--- src/rtl/divider.sv ---
`timescale 1ns/10ps

module divider #(
  parameter int xlen = 32
) (
  input  logic            clk,
  input  logic            rst,
  input  logic            div_start,
  input  logic [xlen-1:0] div_dividend,
  input  logic [xlen-1:0] div_divisor,
  input  logic            div_sign,
  input  logic            div_rem,
  output logic            div_ready,
  output logic [xlen-1:0] div_result
);

  localparam int cw = $clog2(xlen);

  logic            busy;
  logic [cw-1:0]   count;
  logic [xlen-1:0] quo;                 // Dividend bits shift out, quotient bits shift in
  logic [xlen-1:0] part;                // Partial remainder
  logic [xlen-1:0] dvsr;
  logic [xlen-1:0] dividend_q;
  logic            neg_q;
  logic            neg_r;
  logic            by_zero;
  logic            op_rem;
  logic [xlen-1:0] a_mag;
  logic [xlen-1:0] b_mag;
  logic [xlen:0]   trial;
  logic [xlen-1:0] q_fix;
  logic [xlen-1:0] r_fix;

  assign a_mag = (div_sign & div_dividend[xlen-1]) ? -div_dividend : div_dividend;
  assign b_mag = (div_sign & div_divisor[xlen-1]) ? -div_divisor : div_divisor;
  assign trial = {part, quo[xlen-1]} - {1'b0, dvsr};

  always_ff @(posedge clk) begin
    if (rst == 0) begin
      busy      <= 1'b0;
      count     <= '0;
      div_ready <= 1'b0;
    end else begin
      div_ready <= 1'b0;
      if (div_start) begin
        busy  <= 1'b1;
        count <= '0;
      end else if (busy) begin
        count <= count + 1'b1;
        if (count == cw'(xlen - 1)) begin
          busy      <= 1'b0;
          div_ready <= 1'b1;
        end
      end
    end
  end

  always_ff @(posedge clk) begin
    if (div_start) begin
      quo        <= a_mag;
      part       <= '0;
      dvsr       <= b_mag;
      dividend_q <= div_dividend;
      by_zero    <= (div_divisor == '0);
      neg_q      <= div_sign & (div_dividend[xlen-1] ^ div_divisor[xlen-1]);
      neg_r      <= div_sign & div_dividend[xlen-1];
      op_rem     <= div_rem;
    end else if (busy) begin
      quo  <= {quo[xlen-2:0], ~trial[xlen]};
      part <= trial[xlen] ? {part[xlen-2:0], quo[xlen-1]} : trial[xlen-1:0]; // Restore on borrow
    end
  end

  // Most negative over minus one wraps back to the dividend in the magnitude path
  assign q_fix = neg_q ? -quo : quo;
  assign r_fix = neg_r ? -part : part;
  assign div_result = by_zero ? (op_rem ? dividend_q : '1) : (op_rem ? r_fix : q_fix);

  // The stage must wait for the previous result before starting again
  assert property (@(posedge clk) disable iff (rst == 0) div_start |-> !busy)
    else $error("divider: start while busy");

endmodule

--- config.mk ---
export PLATFORM = sky130hd
export DESIGN_NAME = divider
export DESIGN_NICKNAME = d
export VERILOG_FILES = /design/src/rtl/divider.sv
export SDC_FILE = /design/constraint.sdc
export NUM_CORES = 1
export LEC_CHECK = 0
export ABC_AREA = 1
export BUFFER_PORTS_ARGS = -buffer_cell sky130_fd_sc_hd__buf_2
export CORE_MARGIN = 2
export CORE_UTILIZATION = 45
export DETAILED_ROUTE_END_ITERATION = 7
export PLACE_DENSITY = 0.75
export SLEW_MARGIN = 25
export SYNTH_ARGS = -nofsm -noshare
export SYNTH_HDL_FRONTEND = slang
export SYNTH_SLANG_ARGS = --single-unit
--- constraint.sdc ---
create_clock -name clk -period 3.2 [get_ports clk]
set_clock_uncertainty 0.15 [all_clocks]
set_input_delay 0.32 -clock clk [delete_from_list [all_inputs] [get_ports clk]]
set_output_delay 0.32 -clock clk [all_outputs]
set_load 0.02 [all_outputs]
==> out/results.ini <==
[critical_path]
critPathTopFamily=simple AND/OR/NAND/NOR gates
arrival_ns=2.54
crit_buf_inv=2
criticalPathCategory=register to output pin
worstPathCellList=inv_1 -> ha_1 -> nand3_1 -> nor2_2 -> nand2_1 -> nor2_2 -> nand2_1 -> nand2_4 -> nand2_1 -> nand2_1 -> nand3_1 -> nand2_1 -> nand2_1 -> nand2_1 -> buf_2
crit_top_cell=nand2_1
path_max_fanout=12
slowest_delay_ns=0.40
crit_required_ns=2.73
end_kind=output pin
crit_slowest_cell=edfxtp_1
worst_setup_path_start_kind=register

[floorplan]
core_um2=26000
ios=102
dieArea_um2=27700
num_rows=59
initial_core_util_pct=45.7
dieHeight_um=167
dieWidth_um=167

[timing]
slew_headroom_pct=34.4
worstMarginPinSlew_ns=0.983
timing.setup.tns_ns=0
final.period_utilization_pct=94.1
drv_slew=0
hold_ws_ns=0.00261
rsz0062_at_grt=false
finalCriticalPeriod_ns=3.01
setup_viol=0
hold_viol=0
fmax_mhz=332

[detailed_routing]
drt_first_iter_violations=1274
wl_per_cell_um=15.2
viasPerCell=5.33
ant_nets=0
vias=12616
dr.pass1.iters=6
drcViolationCount=0
wirelength_um=35900

[clock_network]
cts_tree=yes
clk_pin_slew_ns=0.07
worstSkewPairLatency_ns=0.43
cts_made_buffers=17
cts-htree-levels=4
clockBufferDepth=2
clockRootBuffer=clkbuf_16
cts_sinks=139

[synthesis]
async_flop_share_pct=0
synth_fp_nets=2001
ys.flop_type=edfxtp_1
yosysSeqAreaShare_pct=31.8
synth_area_per_cell_um2=6.28
ys_warn_count=0
syn_inst=1893
yosys_register_bits=139
synth_top_area_cell=edfxtp_1
synthTopCellsByArea=edfxtp_1 (25%), nand2_1 (20%), inv_1 (8.9%)
syn_area_um2=11900
synth.most_common_cell=nand2_1
synth_common_cells=nand2_1 (647), inv_1 (283), nor2_1 (194), nand3_1 (177), o21ai_0 (118)
synth-edff-count=100
synth_cell_types=47
synth_top_area_share_pct=25.3

[global_route]
grt.total_usage_pct=25.5
grt_pass1_vias=11731
antenna_found_initial=0
grt_max_degree=44
grt_pass1_wl_um=57500
grt_overflow=0

[power_and_ir_drop]
power_density_nw_per_um2=399
leakage_nw=7.08
power_mw=5.47
irDropWorstVdd_v=0.000307

[final_layout]
nFillCells=2625
layoutNonFillerInstCount=2366
syn_to_final_growth_pct=15.4
regArea_um2=3780
n_antenna_cell=0
drive_above_1_share_pct=9.60
multiInputGateArea_um2=6830
fin_nets=2126

[run]
drv_cap=0

[worst_hold_path]
hold_class=input pin to register

[placement]
detailed_place_hpwl_um=27500
portBuffers=101
post-place-cells=2301
gp_congestion=0.986

[status]
outcome=complete, no violations

[final cells by class]
cell class	instances	share of cell area, %
well taps	335	3.06
clock buffers	18	3.13
repair buffers	154	7.19
multi-input cells	1417	49.8
clock inverters	14	1.33
inverters	289	7.91
flip-flops and latches	139	27.6
[routing by layer]
metal  vias to the layer above  share of wire, %  track usage, %
li1                       6286                 -               -
met1                      5738                42            32.9
met2                       519                47            43.6
met3                        73               7.9            3.87
met4                         0               2.8            8.85
met5                         -                 0               0
[tightest hold or removal path, cell delays in order]
cell and delay (ns):
buf_2 0.10, inv_1 0.07, a211oi_1 0.05
[worst paths after layout]
check	startpoint	to	slack, ns	cells past startpoint
setup / recovery	quo[0]	div_result[22]	0.19	15
hold / removal	rst	busy	0.003	3
setup reg to reg	quo[31]	part[17]	0.34	17
hold reg to reg	count[4]	count[4]	0.32	2
[power breakdown]
group | internal, mW | leakage (nW) | switching (mW)
Clock | 1.25 | 0.294 | 0.865
Combinational | 0.397 | 5.48 | 0.790
Sequential | 2.09 | 1.31 | 0.0799
Total | 3.73 | 7.08 | 1.74
[per-stage QoR]
stage	util, %	worst slack [ns]	area (um2)
CTS	52.7	0.0135	13700
finish	52.8	0.188	13700
detailed placement	49.0	0.401	12700
floorplan	-	0.767	11900
global route	52.8	0.00894	13700
global placement	49.0	0.451	12700
[registers in the layout (all words and copies together) (netlist names)]
| signal | cells |
|---|---|
| busy | 1 |
| by_zero | 1 |
| count | 5 |
| div_ready | 1 |
| dividend_q | 32 |
| dvsr | 32 |
| neg_q | 1 |
| neg_r | 1 |
| op_rem | 1 |
| part | 32 |
| quo | 32 |
[cell usage in the layout (no fill, tap or decap), drive strengths merged, types with 17 or more instances in the layout]
cell,synthesis,final
a21oi,60,60
a31oi,17,17
buf,9,122
clkbuf,39,18
dfxtp,39,39
dlygate4sd3,0,32
edfxtp,100,100
ha,38,38
inv,286,292
nand2,656,656
nand3,178,178
nand4,21,21
nor2,197,197
nor3,24,24
o21ai,123,123
xnor2,29,29
xor2,38,38
[kinds of logic after synthesis]
logic type / count (synthesis) / share of synthesized area, %
compound gates: 212 / 9.54
xor+xnor: 67 / 4.94
fa+ha+maj: 39 / 4.17
buf+inv: 337 / 11.0
flops: 139 / 31.8
simple gates: 1099 / 38.5
[what timing repair did]
action,in CTS,in global routing
gates cloned,0,0
hold buffers,32,0
hold endpoints to repair,32,0
pin swaps,0,0
resized for setup,0,11
endpoints found under the setup margin,1,13
buffers inserted,1,0
Note: power is estimated with default switching activity, not from simulation.
