**config.mk**
```make
export PLATFORM = sky130hd
export DESIGN_NAME = alu
export DESIGN_NICKNAME = d
export VERILOG_FILES = /design/src/rtl/rv_execute_pkg.sv /design/src/rtl/alu.sv
export SDC_FILE = /design/constraint.sdc
export NUM_CORES = 1
export LEC_CHECK = 0
export ABC_AREA = 1
export BUFFER_PORTS_ARGS = -buffer_cell sky130_fd_sc_hd__buf_2
export CAP_MARGIN = 25
export CORE_ASPECT_RATIO = 0.7
export CORE_MARGIN = 5
export CORE_UTILIZATION = 55
export DETAILED_ROUTE_END_ITERATION = 10
export PLACE_DENSITY = 0.85
export RECOVER_POWER = 100
export SLEW_MARGIN = 20
export SYNTH_ARGS = -nofsm -noshare
export SYNTH_HDL_FRONTEND = slang
export SYNTH_SLANG_ARGS = --single-unit
```
**constraint.sdc**
```tcl
create_clock -name vclk -period 3.4
set_input_delay 0.51 -clock vclk [all_inputs]
set_output_delay 0.51 -clock vclk [all_outputs]
set_load 0.05 [all_outputs]
```
**src/rtl/rv_execute_pkg.sv**
```systemverilog
package rv_execute_pkg;

  // One operation word, read by the ALU, divider or load/store path
  typedef union packed {
    logic [3:0] alu;
    struct packed {
      logic [1:0] unused;
      logic       sign;                 // Signed operands when set
      logic       rem;                  // Remainder instead of quotient
    } div;
    struct packed {
      logic       store;
      logic       unsigned_load;        // Zero extension of loaded data
      logic [1:0] size;
    } lsu;
  } exec_op_u;

  localparam logic [3:0] alu_add  = 4'd0;
  localparam logic [3:0] alu_sub  = 4'd1;
  localparam logic [3:0] alu_and  = 4'd2;
  localparam logic [3:0] alu_or   = 4'd3;
  localparam logic [3:0] alu_xor  = 4'd4;
  localparam logic [3:0] alu_sll  = 4'd5;
  localparam logic [3:0] alu_srl  = 4'd6;
  localparam logic [3:0] alu_sra  = 4'd7;
  localparam logic [3:0] alu_slt  = 4'd8;
  localparam logic [3:0] alu_sltu = 4'd9;

  localparam logic [1:0] size_byte = 2'd0;
  localparam logic [1:0] size_half = 2'd1;
  localparam logic [1:0] size_word = 2'd2;

endpackage

```
**src/rtl/alu.sv**
```systemverilog
`timescale 1ns/10ps

module alu #(
  parameter int xlen = 32
) (
  input  logic [xlen-1:0] alu_a,
  input  logic [xlen-1:0] alu_b,
  input  logic [3:0]      alu_op,
  output logic [xlen-1:0] alu_result
);

  localparam int shw = $clog2(xlen);

  logic [shw-1:0] shamt;

  assign shamt = alu_b[shw-1:0]; // Only the low bits count for shifts

  always_comb begin
    case (alu_op)
      rv_execute_pkg::alu_add: begin
        alu_result = alu_a + alu_b;
      end
      rv_execute_pkg::alu_sub: begin
        alu_result = alu_a - alu_b;
      end
      rv_execute_pkg::alu_and: begin
        alu_result = alu_a & alu_b;
      end
      rv_execute_pkg::alu_or: begin
        alu_result = alu_a | alu_b;
      end
      rv_execute_pkg::alu_xor: begin
        alu_result = alu_a ^ alu_b;
      end
      rv_execute_pkg::alu_sll: begin
        alu_result = alu_a << shamt;
      end
      rv_execute_pkg::alu_srl: begin
        alu_result = alu_a >> shamt;
      end
      rv_execute_pkg::alu_sra: begin
        alu_result = xlen'($signed(alu_a) >>> shamt);
      end
      rv_execute_pkg::alu_slt: begin
        alu_result = {{(xlen-1){1'b0}}, $signed(alu_a) < $signed(alu_b)};
      end
      rv_execute_pkg::alu_sltu: begin
        alu_result = {{(xlen-1){1'b0}}, alu_a < alu_b};
      end
      default: begin
        alu_result = '0;
      end
    endcase
  end

endmodule

```
==> run_results.csv, run 1 <==
group,metric,value,unit
logic_synthesis,synth-seq-area-share,0,
grt,grt_start_max_net_pins,69,
sta,setup_viol,3,
critical_path,worstPathRequired,2890,ps
logic_synthesis,synthesis.area,10200,um^2
sta,max_clock_freq,287,MHz
grt,grt_pass1_vias,12900,
route,drt_iter0_drc,2618,
floorplan,core,18100,um^2
floorplan,die_w,173,um
critical_path,arrival,2970,ps
layout,syn_to_final_growth,11.3,%
pwr,ir_drop,184,uV
floorplan,start_util,0.562,
clocking,cts_setup_buffers,0,
placement,pre_cts_slack,86.3,ps
layout,diodes,0,
logic_synthesis,yosys_warnings,0,
sta,worst_pin_slew,740,ps
grt,grt_pass1_wl,75.5,mm
logic_synthesis,syn_nets,2275,
placement,place_congestion,1.13,
layout,drive_gt1_frac,0.116,
layout,layout.nets,2382,
placement,io_buffers,100,
floorplan,io_pins,100,
critical_path,endpoint_kind,"output pin",
min_path,hp-class,"in -> out",
floorplan,dieArea,21400,um^2
run_status,failed_checks,"negative setup slack",
sta,rsz0062_at_grt,"true",
logic_synthesis,syn_inst,2107,
route,detail_route.wl_per_cell,20.8,um
floorplan,rows,41,
grt,gr-total-overflow,0,
sta,post-route-worst-setup-slack,-83.2,ps
grt,grt_usage,0.449,
layout,regArea,0,um^2
placement,place_hpwl,42.5,mm
route,antenna_left,0,
grt,antenna_found_initial,2,
layout,fillers,1945,
sta,setup_tns,-120,ps
route,vias_per_cell,6.16,
run_status,status,"complete, but fails checks",
logic_synthesis,synth_cell_types,42,
flow_run,drv_cap,0,
sta,finalHoldViolCount,0,
route,first_pass_iters,7,
route,drcViolationCount,0,
route,vias,15100,
sta,slew_headroom,0.507,
layout,clockBufferCount,0,
logic_synthesis,avgSynthCellArea,4.83,um^2
sta,period_share,1.02,
critical_path,cp-start-kind,"input port",
pwr,power.density,178,nW/um^2
floorplan,die_y,124,um
critical_path,crit_fanout,8,
layout,seq_cells,0,
critical_path,path_class,"in -> out",
route,totalWireLength,50.9,mm
sta,finalMaxSlewViolations,0,
sta,post-route-min-period,3480,ps
pwr,p_leak,6.66,nW
[Yosys cell counts, types with 2 or more instances]
master / number / area, um^2
o221ai_1: 5 / 43.8
nand4_1: 31 / 194
a221oi_1: 4 / 35.0
or2_2: 2 / 12.5
buf_1: 4 / 15.0
nand2_4: 2 / 22.5
fa_1: 2 / 40.0
xor2_1: 2 / 17.5
nor2_1: 169 / 634
o21ai_1: 4 / 20.0
nor2_4: 5 / 56.3
nand3b_1: 5 / 37.5
and2_1: 14 / 87.6
nand2_1: 719 / 2700
o21ai_0: 49 / 245
nor3_1: 19 / 95.1
a31oi_1: 4 / 25.0
nor2_2: 7 / 43.8
ha_1: 98 / 1230
buf_2: 59 / 295
o211a_1: 2 / 20.0
nand3_1: 416 / 2080
a21oi_2: 2 / 17.5
o2111ai_1: 4 / 35.0
o21bai_1: 16 / 120
o22ai_1: 16 / 100
clkbuf_1: 15 / 56.3
buf_6: 5 / 56.3
nand2_2: 11 / 68.8
a211oi_1: 5 / 37.5
a21oi_1: 73 / 365
inv_1: 299 / 1120
buf_4: 10 / 75.1
inv_2: 10 / 37.5
o211ai_1: 12 / 90.1
[kinds of logic after synthesis]
logic type               count (synthesis)  share of synthesized area
AND/OR/NAND/NOR                       1402                      0.594
buffers and inverters                  404                      0.164
AO/OA/AOI/OAI                          198                      0.115
adder cells (fa/ha/maj)                100                      0.124
XOR/XNOR                                 2                    0.00172
multiplexers                             1                   0.000983
[worst max-delay path, stage by stage]
cell and delay [ps]:
clkbuf_2 130, inv_1 70, ha_1 570, nand2_1 130, nor2_1 220, nand3_1 290, nor3_1 220, nand2_1 230
nand3_1 160, nand3_1 90, nand3_1 80, buf_2 270
[final cells by class]
type | instances | area [um^2] | area share
Tap cell | 236 | 295 | 0.0260
Multi-Input combinational cell | 1703 | 8580 | 0.756
Timing Repair Buffer | 198 | 1290 | 0.114
Inverter | 311 | 1170 | 0.103
[routing by layer]
metal	track usage	wire length (um)
met5	0.0208	90
met4	0.158	2460
met3	0.157	8980
met2	0.634	19100
met1	0.628	20300
[placed cells by master (no fill, tap or decap), types with 10 or more instances in the layout]
cell,count
a21oi_1,72
and2_1,14
buf_2,76
buf_4,88
clkbuf_2,19
clkbuf_4,10
ha_1,95
inv_1,298
inv_2,11
nand2_1,715
nand2_2,15
nand3_1,415
nand4_1,31
nor2_1,162
nor2_2,13
nor3_1,19
o211ai_1,12
o21ai_0,49
o21bai_1,16
o22ai_1,16
[report_power, final]
group | switching (mW) | internal, mW
registers | 0 | 0
clock network | 0 | 0
logic | 1.43 | 0.583
total | 1.43 | 0.583
[through the flow]
stage	instances	instance area, um^2	utilization	hold slack, ps	total power [mW]
after global routing	2448	11300	0.626	1680	2.14
after global placement	2448	11300	0.622	1600	1.87
after floorplan	2107	10200	-	1390	1.26
final	2448	11300	0.626	1650	2.01
after detailed placement	2448	11300	0.622	1630	1.89
after CTS	2448	11300	0.622	1630	1.90
[worst paths after layout]
| check | startpoint | to | depth (start not counted) |
|---|---|---|---|
| worst min-delay path | alu_op[2] | alu_result[0] | 5 |
| worst max-delay path | alu_b[17] | alu_result[25] | 12 |
[repair_timing]
action / CTS / global route
resized for setup: 0 / 26
endpoints found under the hold margin: 0 / 0
setup endpoints to repair: 0 / 19
hold buffers: 0 / 0
No activity file was read; power rests on OpenSTA's default activity.
==> run 2: changes to the inputs <==
--- a/config.mk
+++ b/config.mk
@@ -13,7 +13,6 @@
 export CORE_UTILIZATION = 55
 export DETAILED_ROUTE_END_ITERATION = 10
 export PLACE_DENSITY = 0.85
-export RECOVER_POWER = 100
 export SLEW_MARGIN = 20
 export SYNTH_ARGS = -nofsm -noshare
 export SYNTH_HDL_FRONTEND = slang
==> run 2 against run 1 <==
  * The flow still finishes with violations (negative setup slack)
  * Combinational power about the same
  * Final area hardly changed
  * Wire length grew 0.29%
  * Global-route usage unchanged
  * Total power up 0.29%
  * First-iteration DRC count rose by 4.6%
  * Utilization grew 0.062 points
  * Largest cell class unchanged
==> run_results.csv, run 2 (synthesized netlist as in run 1, its figures left out) <==
group,metric,value,unit
run_status,status,"complete, but fails checks",
run_status,failed_checks,"negative setup slack",
critical_path,crit_fanout,8,
route,vias_per_cell,6.17,
placement,io_buffers,100,
critical_path,endpoint_kind,"output pin",
floorplan,die_y,124,um
layout,fillers,1941,
grt,gr-total-overflow,0,
layout,final_area,11300,um^2
route,totalWireLength,51.1,mm
pwr,finalPower,2.02,mW
placement,place_congestion,1.13,
critical_path,cpPeakStageDelay,560,ps
layout,regArea,0,um^2
floorplan,die_w,173,um
route,first_pass_iters,9,
placement,pre_cts_slack,86.3,ps
pwr,p_leak,6.67,nW
layout,final_util,0.627,
pwr,ir_drop,185,uV
placement,place_area,11300,um^2
sta,worst_pin_slew,742,ps
sta,slew_headroom,0.505,
grt,grt_pass1_vias,12900,
critical_path,arrival,2990,ps
sta,post-route-min-period,3500,ps
flow_run,drv_cap,0,
route,vias,15100,
route,detail_route.wl_per_cell,20.9,um
floorplan,io_pins,100,
floorplan,core,18100,um^2
grt,grt_pass1_wl,75.5,mm
clocking,cts_setup_buffers,0,
layout,seq_cells,0,
layout,instances_no_fill,2449,
layout,clockBufferCount,0,
grt,grt_start_max_net_pins,69,
critical_path,cp-start-kind,"input port",
min_path,hp-class,"in -> out",
placement,place_hpwl,42.5,mm
sta,setup_viol,3,
layout,layout.nets,2382,
sta,rsz0062_at_grt,"true",
grt,antenna_found_initial,2,
sta,finalHoldViolCount,0,
sta,post-route-worst-setup-slack,-98.5,ps
layout,layout_commonest_cell,"nand2_1",
layout,mostFrequentLayoutCells,"nand2_1, nand3_1, inv_1",
critical_path,worstPathRequired,2890,ps
critical_path,crit_slowest_cell,"ha_1",
placement,dp_cells,2448,
floorplan,rows,41,
pwr,power.density,178,nW/um^2
floorplan,start_util,0.562,
route,drcViolationCount,0,
grt,grt_usage,0.449,
sta,max_clock_freq,286,MHz
clocking,cts.repair.resized,0,
sta,setup_tns,-125,ps
critical_path,worstSetupEndpoint,"alu_result[25]",
route,antenna_left,0,
route,drt_iter0_drc,2739,
sta,finalMaxSlewViolations,0,
floorplan,dieArea,21400,um^2
critical_path,cp_common_cell,"nand3_1",
sta,period_share,1.03,
layout,drive_gt1_frac,0.117,
critical_path,path_class,"in -> out",
critical_path,worstPathCellList,"buf_2, inv_1, ha_1, nand2_1, nor2_1, nand3_1, nor3_1, nand2_1, nand3_1, nand3_1, nand3_1, buf_2",
layout,syn_to_final_growth,11.4,%
sta,holdWs,1660,ps
clocking,holdBufCountCts,0,
critical_path,critPathLaunch,"alu_b[17]",
==> run 2: cell count changes in the layout (fill, tap and decap cells not counted) <==
cell      delta
clkbuf_2    -19
diode_2      +1
clkbuf_1     -1
clkbuf_4     -3
buf_4        +6
buf_2       +17
==> run 2: worst min-delay path by stage <==
| stage | start | endpoint | depth (start not counted) |
|---|---|---|---|
| after floorplan | alu_op[2] | alu_result[0] | 3 |
| after global placement | alu_op[2] | alu_result[0] | 5 |
| after detailed placement | alu_op[2] | alu_result[0] | 5 |
| after CTS | alu_op[2] | alu_result[0] | 5 |
| after global routing | alu_op[2] | alu_result[0] | 5 |
| final | alu_op[2] | alu_result[0] | 5 |
==> run 2: area by class of cell <==
class | instances | area (um^2) | area share
multi-input cells | 1703 | 8580 | 0.756
repair buffers | 198 | 1300 | 0.115
inverters | 311 | 1170 | 0.103
well taps | 236 | 295 | 0.0260
diodes | 1 | 2.50 | 0.000220
==> run 2: power breakdown <==
group / internal [mW] / total, mW / switching (mW)
Sequential: 0 / 0 / 0
Combinational: 0.587 / 2.02 / 1.43
Clock: 0.00000000499 / 0.00000000500 / 0
==> run 2: worst max-delay path: cells and delay by family <==
kind | cells | cell delay, ps
simple gates | 8 | 1440
buf+inv | 3 | 470
fa+ha+maj | 1 | 560
==> run 2: routing by layer <==
| metal | up-vias | share of wire | global-route usage |
|---|---|---|---|
| met3 | 185 | 0.18 | 0.157 |
| met2 | 1319 | 0.37 | 0.634 |
| met4 | 4 | 0.049 | 0.158 |
| met5 | - | 0.0014 | 0.0208 |
| li1 | 6998 | - | - |
| met1 | 6607 | 0.40 | 0.628 |
